$ cat config.mk
export PLATFORM = sky130hd
export DESIGN_NAME = fp_alu_top
export DESIGN_NICKNAME = d
export VERILOG_FILES = /design/src/fp_pkg.sv /design/src/alu_pkg.sv /design/src/ks_adder.sv /design/src/fp_add_sub.sv /design/src/fp_mul.sv /design/src/mant_divider.sv /design/src/fp_div.sv /design/src/fp_compare.sv /design/src/fp_alu_top.sv
export SDC_FILE = /design/constraint.sdc
export NUM_CORES = 2
export LEC_CHECK = 0
export ABC_AREA = 1
export BUFFER_PORTS_ARGS = -buffer_cell sky130_fd_sc_hd__buf_4
export CAP_MARGIN = 5
export CORE_MARGIN = 2
export CORE_UTILIZATION = 30
export DETAILED_ROUTE_END_ITERATION = 6
export GPL_TIMING_DRIVEN = 1
export RECOVER_POWER = 100
export SLEW_MARGIN = 20
export SYNTH_ARGS = -nofsm -noshare
export SYNTH_HDL_FRONTEND = slang
export SYNTH_HIERARCHICAL = 1
export SYNTH_SLANG_ARGS = --single-unit
$ cat constraint.sdc
create_clock -name clk -period 17.8 [get_ports clk]
set_input_delay 3.56 -clock clk [delete_from_list [all_inputs] [get_ports clk]]
set_output_delay 3.56 -clock clk [all_outputs]
set_load 0.02 [all_outputs]
$ cat src/fp_pkg.sv
package fp_pkg;

	localparam int EXP_W    = 8;
	localparam int MAN_W    = 23;
	localparam int SIG_W    = MAN_W + 1;  // hidden one included
	localparam int EXP_BIAS = 127;
	localparam int EXP_MAX  = 254;        // largest normal biased exponent

	typedef struct packed {
		logic             sign;
		logic [EXP_W-1:0] exp;
		logic [MAN_W-1:0] frac;
	} fp_word_t;

	typedef logic [SIG_W-1:0] sig_t;

endpackage

$ cat src/alu_pkg.sv
package alu_pkg;

	typedef enum logic [1:0] {
		OP_ADD,
		OP_SUB,
		OP_MUL,
		OP_DIV
	} alu_op_e;

	typedef struct packed {
		logic ovf;
		logic unf;
		logic dbz;  // divisor is zero
		logic zbz;  // zero divided by zero
	} alu_flags_t;

	typedef struct packed {
		logic gt;
		logic eq;
		logic lt;
	} cmp_t;

	// quotient bits, one per clock
	localparam int DIV_STEPS = 25;

endpackage

$ cat src/ks_adder.sv
module ks_adder (
	input  fp_pkg::sig_t i_a,
	input  fp_pkg::sig_t i_b,
	input  logic         i_cin,
	output fp_pkg::sig_t o_sum,
	output logic         o_cout
);
	import fp_pkg::*;

	// level 0 is bitwise p/g, levels 1 to 5 span 1, 2, 4, 8, 16
	logic [SIG_W-1:0] gl [$clog2(SIG_W)+1];
	logic [SIG_W-1:0] pl [$clog2(SIG_W)+1];

	assign pl[0] = i_a ^ i_b;

	// carry in folded into bit 0 generate
	assign gl[0][0] = (i_a[0] & i_b[0]) | (pl[0][0] & i_cin);

	for (genvar i = 1; i < SIG_W; i++) begin : g_bit
		assign gl[0][i] = i_a[i] & i_b[i];
	end

	for (genvar l = 1; l <= $clog2(SIG_W); l++) begin : g_level
		for (genvar i = 0; i < SIG_W; i++) begin : g_node
			if (i >= (1 << (l - 1))) begin : g_black
				assign gl[l][i] = gl[l-1][i] | (pl[l-1][i] & gl[l-1][i-(1<<(l-1))]);
				assign pl[l][i] = pl[l-1][i] & pl[l-1][i-(1<<(l-1))];
			end else begin : g_pass
				assign gl[l][i] = gl[l-1][i];
				assign pl[l][i] = pl[l-1][i];
			end
		end
	end

	// carry into bit i is the group generate of bits below it
	assign o_sum  = pl[0] ^ {gl[$clog2(SIG_W)][SIG_W-2:0], i_cin};
	assign o_cout = gl[$clog2(SIG_W)][SIG_W-1];

endmodule

$ cat src/fp_add_sub.sv
module fp_add_sub (
	input  fp_pkg::fp_word_t    i_a,
	input  fp_pkg::fp_word_t    i_b,
	input  logic                i_sub,
	output fp_pkg::fp_word_t    o_result,
	output alu_pkg::alu_flags_t o_flags
);
	import fp_pkg::*;
	import alu_pkg::*;

	logic                    sign_b;
	logic                    eff_sub;
	logic                    a_big;
	logic                    sign_res;
	fp_word_t                op_big;
	fp_word_t                op_sml;
	logic [EXP_W-1:0]        exp_diff;
	sig_t                    sig_big;
	sig_t                    sig_sml;
	sig_t                    sig_align;
	sig_t                    add_b;
	sig_t                    sum;
	logic                    cout;
	logic [4:0]              lz;
	sig_t                    sig_norm;
	logic signed [EXP_W+1:0] exp_s;
	logic                    is_zero;

	assign sign_b  = i_b.sign ^ i_sub;
	assign eff_sub = i_a.sign ^ sign_b;

	// magnitude order decides which operand gets aligned
	assign a_big    = {i_a.exp, i_a.frac} >= {i_b.exp, i_b.frac};
	assign op_big   = a_big ? i_a : i_b;
	assign op_sml   = a_big ? i_b : i_a;
	assign sign_res = a_big ? i_a.sign : sign_b;

	assign exp_diff  = op_big.exp - op_sml.exp;
	assign sig_big   = {1'b1, op_big.frac};
	assign sig_sml   = {1'b1, op_sml.frac};
	assign sig_align = sig_sml >> exp_diff;  // 24 and up leaves zero

	// two's complement subtract: invert here, carry in of one
	assign add_b = eff_sub ? ~sig_align : sig_align;

	ks_adder u_ks_adder (
		.i_a   (sig_big),
		.i_b   (add_b),
		.i_cin (eff_sub),
		.o_sum (sum),
		.o_cout(cout)
	);

	// leading one position, highest set bit wins
	always_comb begin
		lz = '0;
		for (int i = 0; i < SIG_W; i++) begin
			if (sum[i])
				lz = 5'(SIG_W - 1 - i);
		end
	end

	always_comb begin
		if (eff_sub) begin
			sig_norm = sum << lz;
			exp_s    = {2'b00, op_big.exp} - (EXP_W+2)'(lz);
		end else if (cout) begin
			sig_norm = {cout, sum[SIG_W-1:1]};  // carry out, shift right once
			exp_s    = {2'b00, op_big.exp} + (EXP_W+2)'(1);
		end else begin
			sig_norm = sum;
			exp_s    = {2'b00, op_big.exp};
		end
	end

	assign is_zero = eff_sub && (sum == '0);

	always_comb begin
		if (is_zero) begin
			o_result = '0;
		end else begin
			o_result.sign = sign_res;
			o_result.exp  = exp_s[EXP_W-1:0];
			o_result.frac = sig_norm[MAN_W-1:0];
		end
	end

	assign o_flags.ovf = !is_zero && (exp_s > EXP_MAX);
	assign o_flags.unf = !is_zero && (exp_s < 1);
	assign o_flags.dbz = 1'b0;
	assign o_flags.zbz = 1'b0;

endmodule

$ cat src/fp_mul.sv
module fp_mul (
	input  fp_pkg::fp_word_t    i_a,
	input  fp_pkg::fp_word_t    i_b,
	output fp_pkg::fp_word_t    o_result,
	output alu_pkg::alu_flags_t o_flags
);
	import fp_pkg::*;
	import alu_pkg::*;

	sig_t                    sig_a;
	sig_t                    sig_b;
	logic [SIG_W+2:0]        bx;  // multiplier padded for booth triplets
	logic [2*SIG_W-1:0]      pp [SIG_W/2+1];
	logic [2*SIG_W-1:0]      prod;
	logic signed [EXP_W+1:0] exp_s;

	assign sig_a = {1'b1, i_a.frac};
	assign sig_b = {1'b1, i_b.frac};
	assign bx    = {2'b00, sig_b, 1'b0};

	// radix-4 recoding, 13 digits in -2..+2
	always_comb begin
		for (int i = 0; i <= SIG_W/2; i++) begin
			case (bx[2*i +: 3])
				3'b001, 3'b010: pp[i] = {{SIG_W{1'b0}}, sig_a};
				3'b011:         pp[i] = {{(SIG_W-1){1'b0}}, sig_a, 1'b0};
				3'b100:         pp[i] = -{{(SIG_W-1){1'b0}}, sig_a, 1'b0};
				3'b101, 3'b110: pp[i] = -{{SIG_W{1'b0}}, sig_a};
				default:        pp[i] = '0;
			endcase
		end
	end

	always_comb begin
		prod = '0;
		for (int i = 0; i <= SIG_W/2; i++)
			prod = prod + (pp[i] << (2 * i));
	end

	assign exp_s = {2'b00, i_a.exp} + {2'b00, i_b.exp} - (EXP_W+2)'(EXP_BIAS)
		+ (EXP_W+2)'(prod[2*SIG_W-1]);

	assign o_result.sign = i_a.sign ^ i_b.sign;
	assign o_result.exp  = exp_s[EXP_W-1:0];
	assign o_result.frac = prod[2*SIG_W-1] ? prod[2*SIG_W-2 -: MAN_W]
		: prod[2*SIG_W-3 -: MAN_W];

	assign o_flags.ovf = exp_s > EXP_MAX;
	assign o_flags.unf = exp_s < 1;
	assign o_flags.dbz = 1'b0;
	assign o_flags.zbz = 1'b0;

endmodule

$ cat src/mant_divider.sv
module mant_divider (
	input  logic                         clk,
	input  logic                         i_rst_n,
	input  logic                         i_start,
	input  logic                         i_bypass,
	input  fp_pkg::sig_t                 i_x,
	input  fp_pkg::sig_t                 i_y,
	output logic [alu_pkg::DIV_STEPS-1:0] o_q,
	output logic                         o_busy,
	output logic                         o_valid
);
	import fp_pkg::*;
	import alu_pkg::*;

	typedef enum logic [1:0] {
		IDLE,
		RUN,
		FINISH
	} state_e;

	state_e               state;
	logic [SIG_W:0]       rem;      // stays below 2y
	sig_t                 rem_sub;  // below y after the step
	sig_t                 y_q;
	logic [DIV_STEPS-2:0] q_acc;
	logic [4:0]           step;
	logic                 take;

	assign take    = rem >= {1'b0, y_q};
	assign rem_sub = take ? SIG_W'(rem - {1'b0, y_q}) : rem[SIG_W-1:0];

	assign o_busy  = (state == RUN);
	assign o_valid = (state == FINISH);  // one cycle only

	always_ff @(posedge clk or negedge i_rst_n) begin
		if (!i_rst_n) begin
			state <= IDLE;
			step  <= '0;
			o_q   <= '0;
		end else begin
			case (state)
				IDLE: begin
					if (i_start) begin
						step <= '0;
						if (i_bypass) begin
							o_q   <= '0;
							state <= FINISH;
						end else begin
							state <= RUN;
						end
					end
				end
				RUN: begin
					step <= step + 5'd1;
					if (step == 5'(DIV_STEPS - 1)) begin
						o_q   <= {q_acc, take};  // last bit straight from compare
						state <= FINISH;
					end
				end
				default: state <= IDLE;
			endcase
		end
	end

	// restoring step compares, subtracts and shifts
	always_ff @(posedge clk) begin
		if (state == IDLE && i_start) begin
			rem   <= {1'b0, i_x};
			y_q   <= i_y;
			q_acc <= '0;
		end else if (state == RUN) begin
			rem   <= {rem_sub, 1'b0};
			q_acc <= {q_acc[DIV_STEPS-3:0], take};
		end
	end

endmodule

$ cat src/fp_div.sv
module fp_div (
	input  logic                clk,
	input  logic                i_rst_n,
	input  fp_pkg::fp_word_t    i_a,
	input  fp_pkg::fp_word_t    i_b,
	input  logic                i_start,
	output fp_pkg::fp_word_t    o_result,
	output alu_pkg::alu_flags_t o_flags,
	output logic                o_busy,
	output logic                o_valid
);
	import fp_pkg::*;
	import alu_pkg::*;

	logic                    accept;
	logic                    a_zero;
	logic                    b_zero;
	logic [EXP_W-1:0]        ea_q;
	logic [EXP_W-1:0]        eb_q;
	logic                    sign_q;
	logic                    dbz_q;
	logic                    zbz_q;
	logic [DIV_STEPS-1:0]    q;
	logic signed [EXP_W+1:0] exp_s;

	assign a_zero = (i_a == '0);
	assign b_zero = (i_b == '0);
	assign accept = i_start && !o_busy && !o_valid;  // divider idle

	always_ff @(posedge clk or negedge i_rst_n) begin
		if (!i_rst_n) begin
			ea_q   <= '0;
			eb_q   <= '0;
			sign_q <= 1'b0;
			dbz_q  <= 1'b0;
			zbz_q  <= 1'b0;
		end else if (accept) begin
			ea_q   <= i_a.exp;
			eb_q   <= i_b.exp;
			sign_q <= i_a.sign ^ i_b.sign;
			dbz_q  <= b_zero && !a_zero;
			zbz_q  <= b_zero && a_zero;
		end
	end

	mant_divider u_mant_divider (
		.clk     (clk),
		.i_rst_n (i_rst_n),
		.i_start (i_start),
		.i_bypass(b_zero),
		.i_x     ({1'b1, i_a.frac}),
		.i_y     ({1'b1, i_b.frac}),
		.o_q     (q),
		.o_busy  (o_busy),
		.o_valid (o_valid)
	);

	// quotient below one needs one extra step of normalization
	assign exp_s = {2'b00, ea_q} - {2'b00, eb_q} + (EXP_W+2)'(EXP_BIAS)
		- (EXP_W+2)'(!q[DIV_STEPS-1]);

	always_comb begin
		o_flags = '0;
		if (dbz_q || zbz_q) begin
			o_result    = '0;
			o_flags.dbz = dbz_q;
			o_flags.zbz = zbz_q;
		end else begin
			o_result.sign = sign_q;
			o_result.exp  = exp_s[EXP_W-1:0];
			o_result.frac = q[DIV_STEPS-1] ? q[MAN_W:1] : q[MAN_W-1:0];
			o_flags.ovf   = exp_s > EXP_MAX;
			o_flags.unf   = exp_s < 1;
		end
	end

endmodule

$ cat src/fp_compare.sv
module fp_compare (
	input  fp_pkg::fp_word_t i_a,
	input  fp_pkg::fp_word_t i_b,
	output alu_pkg::cmp_t    o_cmp
);
	logic mag_gt;
	logic mag_eq;

	assign mag_gt = {i_a.exp, i_a.frac} > {i_b.exp, i_b.frac};
	assign mag_eq = {i_a.exp, i_a.frac} == {i_b.exp, i_b.frac};

	always_comb begin
		o_cmp = '0;
		if (i_a.sign != i_b.sign) begin
			o_cmp.gt = !i_a.sign;  // positive one wins
			o_cmp.lt = i_a.sign;
		end else if (mag_eq) begin
			o_cmp.eq = 1'b1;
		end else if (mag_gt ^ i_a.sign) begin
			o_cmp.gt = 1'b1;  // order flips for negatives
		end else begin
			o_cmp.lt = 1'b1;
		end
	end

endmodule

$ cat src/fp_alu_top.sv
module fp_alu_top (
	input  logic                clk,
	input  logic                i_rst_n,
	input  fp_pkg::fp_word_t    i_a,
	input  fp_pkg::fp_word_t    i_b,
	input  alu_pkg::alu_op_e    i_op,
	input  logic                i_start,
	output fp_pkg::fp_word_t    o_result,
	output alu_pkg::alu_flags_t o_flags,
	output alu_pkg::cmp_t       o_cmp,
	output logic                o_busy,
	output logic                o_valid
);
	import fp_pkg::*;
	import alu_pkg::*;

	fp_word_t   add_res;
	fp_word_t   mul_res;
	fp_word_t   div_res;
	alu_flags_t add_flags;
	alu_flags_t mul_flags;
	alu_flags_t div_flags;

	fp_add_sub u_add_sub (
		.i_a     (i_a),
		.i_b     (i_b),
		.i_sub   (i_op == OP_SUB),
		.o_result(add_res),
		.o_flags (add_flags)
	);

	fp_mul u_mul (
		.i_a     (i_a),
		.i_b     (i_b),
		.o_result(mul_res),
		.o_flags (mul_flags)
	);

	fp_div u_div (
		.clk     (clk),
		.i_rst_n (i_rst_n),
		.i_a     (i_a),
		.i_b     (i_b),
		.i_start (i_start && (i_op == OP_DIV)),  // other ops never start it
		.o_result(div_res),
		.o_flags (div_flags),
		.o_busy  (o_busy),
		.o_valid (o_valid)
	);

	fp_compare u_compare (
		.i_a  (i_a),
		.i_b  (i_b),
		.o_cmp(o_cmp)
	);

	always_comb begin
		case (i_op)
			OP_MUL: begin
				o_result = mul_res;
				o_flags  = mul_flags;
			end
			OP_DIV: begin
				o_result = div_res;  // held until next accepted start
				o_flags  = div_flags;
			end
			default: begin
				o_result = add_res;
				o_flags  = add_flags;
			end
		endcase
	end

endmodule

==> summary.txt <==
Worst hold path
  • Min-Delay Endpoint: u_div/u_mant_divider/q_acc[18]
  • Hold Path Class: register to register
  • WHS Path Cells: 2
  • Hold Crit Start: u_div/u_mant_divider/q_acc[18]

Detailed routing
  • Iter 0 DRT Violations: 5036
  • # DRC: 19
  • Antenna viol nets, final: 0
  • Vias post-DR: 40005
  • WL final: 157 mm
  • WL/cell: 22.1 um
  • Avg Vias per Cell: 5.62
  • First-pass DRT Iterations: 7

Synth
  • Cell area after synthesis: 35600 sq um
  • Yosys cell types: 69
  • Post-synthesis sequential area ratio: 0.0905
  • Asr flop ratio synth: 0.411
  • Cells after Synth: 5578
  • Most used DFF post-synth: dfrtp_1
  • FF+latch count, synth: 124
  • EDFF count, synth: 48
  • Yosys Warn Count: 6
  • Synth Area per Inst: 6.37 sq um

Place
  • Setup WS pre-CTS: 0.964 ns
  • # port buffers: 109
  • HPWL after detailed placement: 123 mm
  • Placer congestion estimate: 1.04
  • Placed instance count: 7076

Die
  • Chip height: 348 um
  • Starting Density: 0.302
  • Die W: 348 um
  • Rows: 126
  • Die ar.: 121000 sq um
  • Core Box Area: 118000 sq um
  • Io pins: 110

Clocking
  • TritonCTS Sinks: 124
  • Clk_lat worst skew: 0.51 ns
  • Num CTS Buffers: 25
  • CTS tree: built
  • Root Driver: clkbuf_16
  • H-tree Lvls: 4
  • Clock Tree Buf Depth: 3
  • CTS clock-pin slew for the worst setup and hold paths: 0.05 ns

Cells and area
  • Layout cells sized above 1: 0.0716
  • Most frequent cells in the layout: nand2_1 (1447), inv_1 (961), nand3_1 (439)
  • Nets: 6192
  • Fillers: 12984
  • Multi-input gate area: 27200 sq um
  • Area Growth Syn to Fin: 8.83%
  • Most common cell after layout, fill and taps aside: nand2_1
  • Register area: 3220 sq um
  • Non-Filler Instances: 7113

STA
  • Final Max Slew Viols: 207
  • Max transition margin: -1.22
  • Setup WS post-layout: 0.699 ns
  • Measured slew at the worst slew-check pin: 3.34 ns
  • Final worst path period share: 0.961
  • Unrepaired setup endpoints after global routing: false
  • Final TNS setup: 0 ns
  • Fmax: 58.5 MHz
  • Final setup viols: 0
  • Final hold violations: 0
  • Crit path time final: 17.10 ns
  • Layout Skew: 0.0237 ns

Worst setup path
  • Most Frequent Cell on Critical Path: nand2_1
  • Critical R2R Capture: u_div/u_mant_divider/rem[20]
  • CP Launch Point: i_a[20]
  • R2r startpoint: u_div/u_mant_divider/state[0]
  • Crit path capture type: output pin
  • WS Path Type: input pin to output pin
  • CP max stage cell: inv_1
  • Max incr delay on CP: 0.85 ns
  • Worst setup SP type: input pin
  • Crit path buffers/inverters: 10
  • Worst R2R Path Depth: 7
  • Reg-to-reg slack, setup: 11.66 ns
  • CP Data Arrival Time: 13.54 ns
  • Crit path max fanout: 24
  • Worst path top cell family by delay: adder cells
  • CP required: 14.24 ns

GRT
  • Vias in the first global route: 38356
  • GRT Util Overall: 0.253
  • Global-route wire length before repair: 236 mm
  • Largest net degree at the start of global routing: 76
  • Initial antenna violation count: 3
  • Global route total overflow: 0

Job
  • Maxcap violations: 4

Run status
  • Status: complete, but fails checks
  • Failing checks: DRC, capacitance limit, slew limit
==> stage by stage <==
step	area [sq um]	utilization	hold WS (ns)
CTS	38700	0.329	0.446
global placement	38000	0.323	0.430
detailed placement	38000	0.323	0.432
global route	38700	0.329	0.465
floorplan	35600	-	0.419
finish	38700	0.329	0.441
==> worst max path at each step <==
stage                     slack, ns         end  cells after the start
after floorplan                2.53  o_flags[3]                     53
after global routing           0.04  o_flags[2]                     69
final                          0.70  o_flags[2]                     44
after global placement         1.04  o_flags[2]                     53
after CTS                      0.94  o_flags[2]                     53
after detailed placement       0.96  o_flags[2]                     53
==> cells by family (layout without fill, tap and decap cells) <==
| kind of cell | after synthesis | in the layout | share of synthesized area |
|---|---|---|---|
| simple gates | 2534 | 2535 | 0.308 |
| buf+inv | 1300 | 1293 | 0.144 |
| compound gates | 972 | 972 | 0.172 |
| fa+ha+maj | 554 | 554 | 0.263 |
| flops | 124 | 124 | 0.0905 |
| xor+xnor | 90 | 90 | 0.0224 |
| other cells | 4 | 9 | 0.000422 |
==> sequential cells by signal, indices dropped and copies added, names as in the netlist <==
| register | count |
|---|---|
| u_div/sign_q | 1 |
| u_div/dbz_q | 1 |
| u_div/u_mant_divider/rem | 25 |
| u_div/u_mant_divider/state | 2 |
| u_div/zbz_q | 1 |
| u_div/u_mant_divider/y_q | 24 |
| u_div/ea_q | 8 |
| u_div/u_mant_divider/o_q | 25 |
| u_div/u_mant_divider/step | 5 |
| u_div/u_mant_divider/q_acc | 24 |
| u_div/eb_q | 8 |
==> final cells by class <==
cell class | count | share of cell area
Multi-Input combinational cell | 4158 | 0.704
Clock buffer | 30 | 0.0177
Sequential cell | 124 | 0.0832
Antenna cell | 2 | 0.000129
Inverter | 1021 | 0.0992
Clock inverter | 3 | 0.000970
Timing Repair Buffer | 239 | 0.0451
Tap cell | 1536 | 0.0497
==> cells in the mapped netlist, types with 6 or more instances <==
library cell	instances	area share
a211oi_1	26	0.0055
a21o_1	16	0.0034
a21oi_1	231	0.033
a21oi_2	6	0.0015
a221oi_1	87	0.021
a221oi_2	8	0.0034
a31oi_1	11	0.0019
and3_1	8	0.0014
buf_1	9	0.00095
buf_2	47	0.0066
buf_4	15	0.0032
buf_6	15	0.0048
clkbuf_1	190	0.020
clkinv_1	31	0.0033
dfrtp_1	51	0.036
dfxtp_1	25	0.014
edfxtp_1	48	0.041
fa_1	320	0.18
ha_1	234	0.082
inv_1	960	0.10
inv_2	28	0.0030
nand2_1	1447	0.15
nand2_2	26	0.0046
nand3_1	439	0.062
nand3_2	14	0.0039
nand3b_1	12	0.0025
nand4_1	118	0.021
nor2_1	370	0.039
nor2_2	10	0.0018
nor2_4	12	0.0038
nor3_1	25	0.0035
nor4_1	24	0.0042
o2111ai_1	14	0.0034
o211ai_1	9	0.0019
o21a_1	7	0.0015
o21ai_0	180	0.025
o21ai_1	32	0.0045
o221ai_1	47	0.012
o22ai_1	271	0.048
or2_2	12	0.0021
xnor2_1	23	0.0057
xor2_1	66	0.016
==> what timing repair did <==
item                       in CTS  in global routing
setup buffers                   0                  1
setup endpoints to repair       0                  2
resized for setup               0                  2
hold buffers                    0                  0
==> tightest hold or removal path: stages, from the launching register on <==
cell and delay, ns:
dfxtp_1 0.32, nand2_1 0.05, nand2_1 0.04
==> routing by layer <==
metal,up-vias,wire (um),track usage
met5,-,42,0
met4,6,10100,0.140
met3,535,15100,0.0464
met2,2349,69600,0.406
met1,18880,62100,0.320
li1,18235,-,-
Power is left out: the tool's default activity adds up to more than one toggle a clock period on the data nets, which glitch-free logic cannot reach.
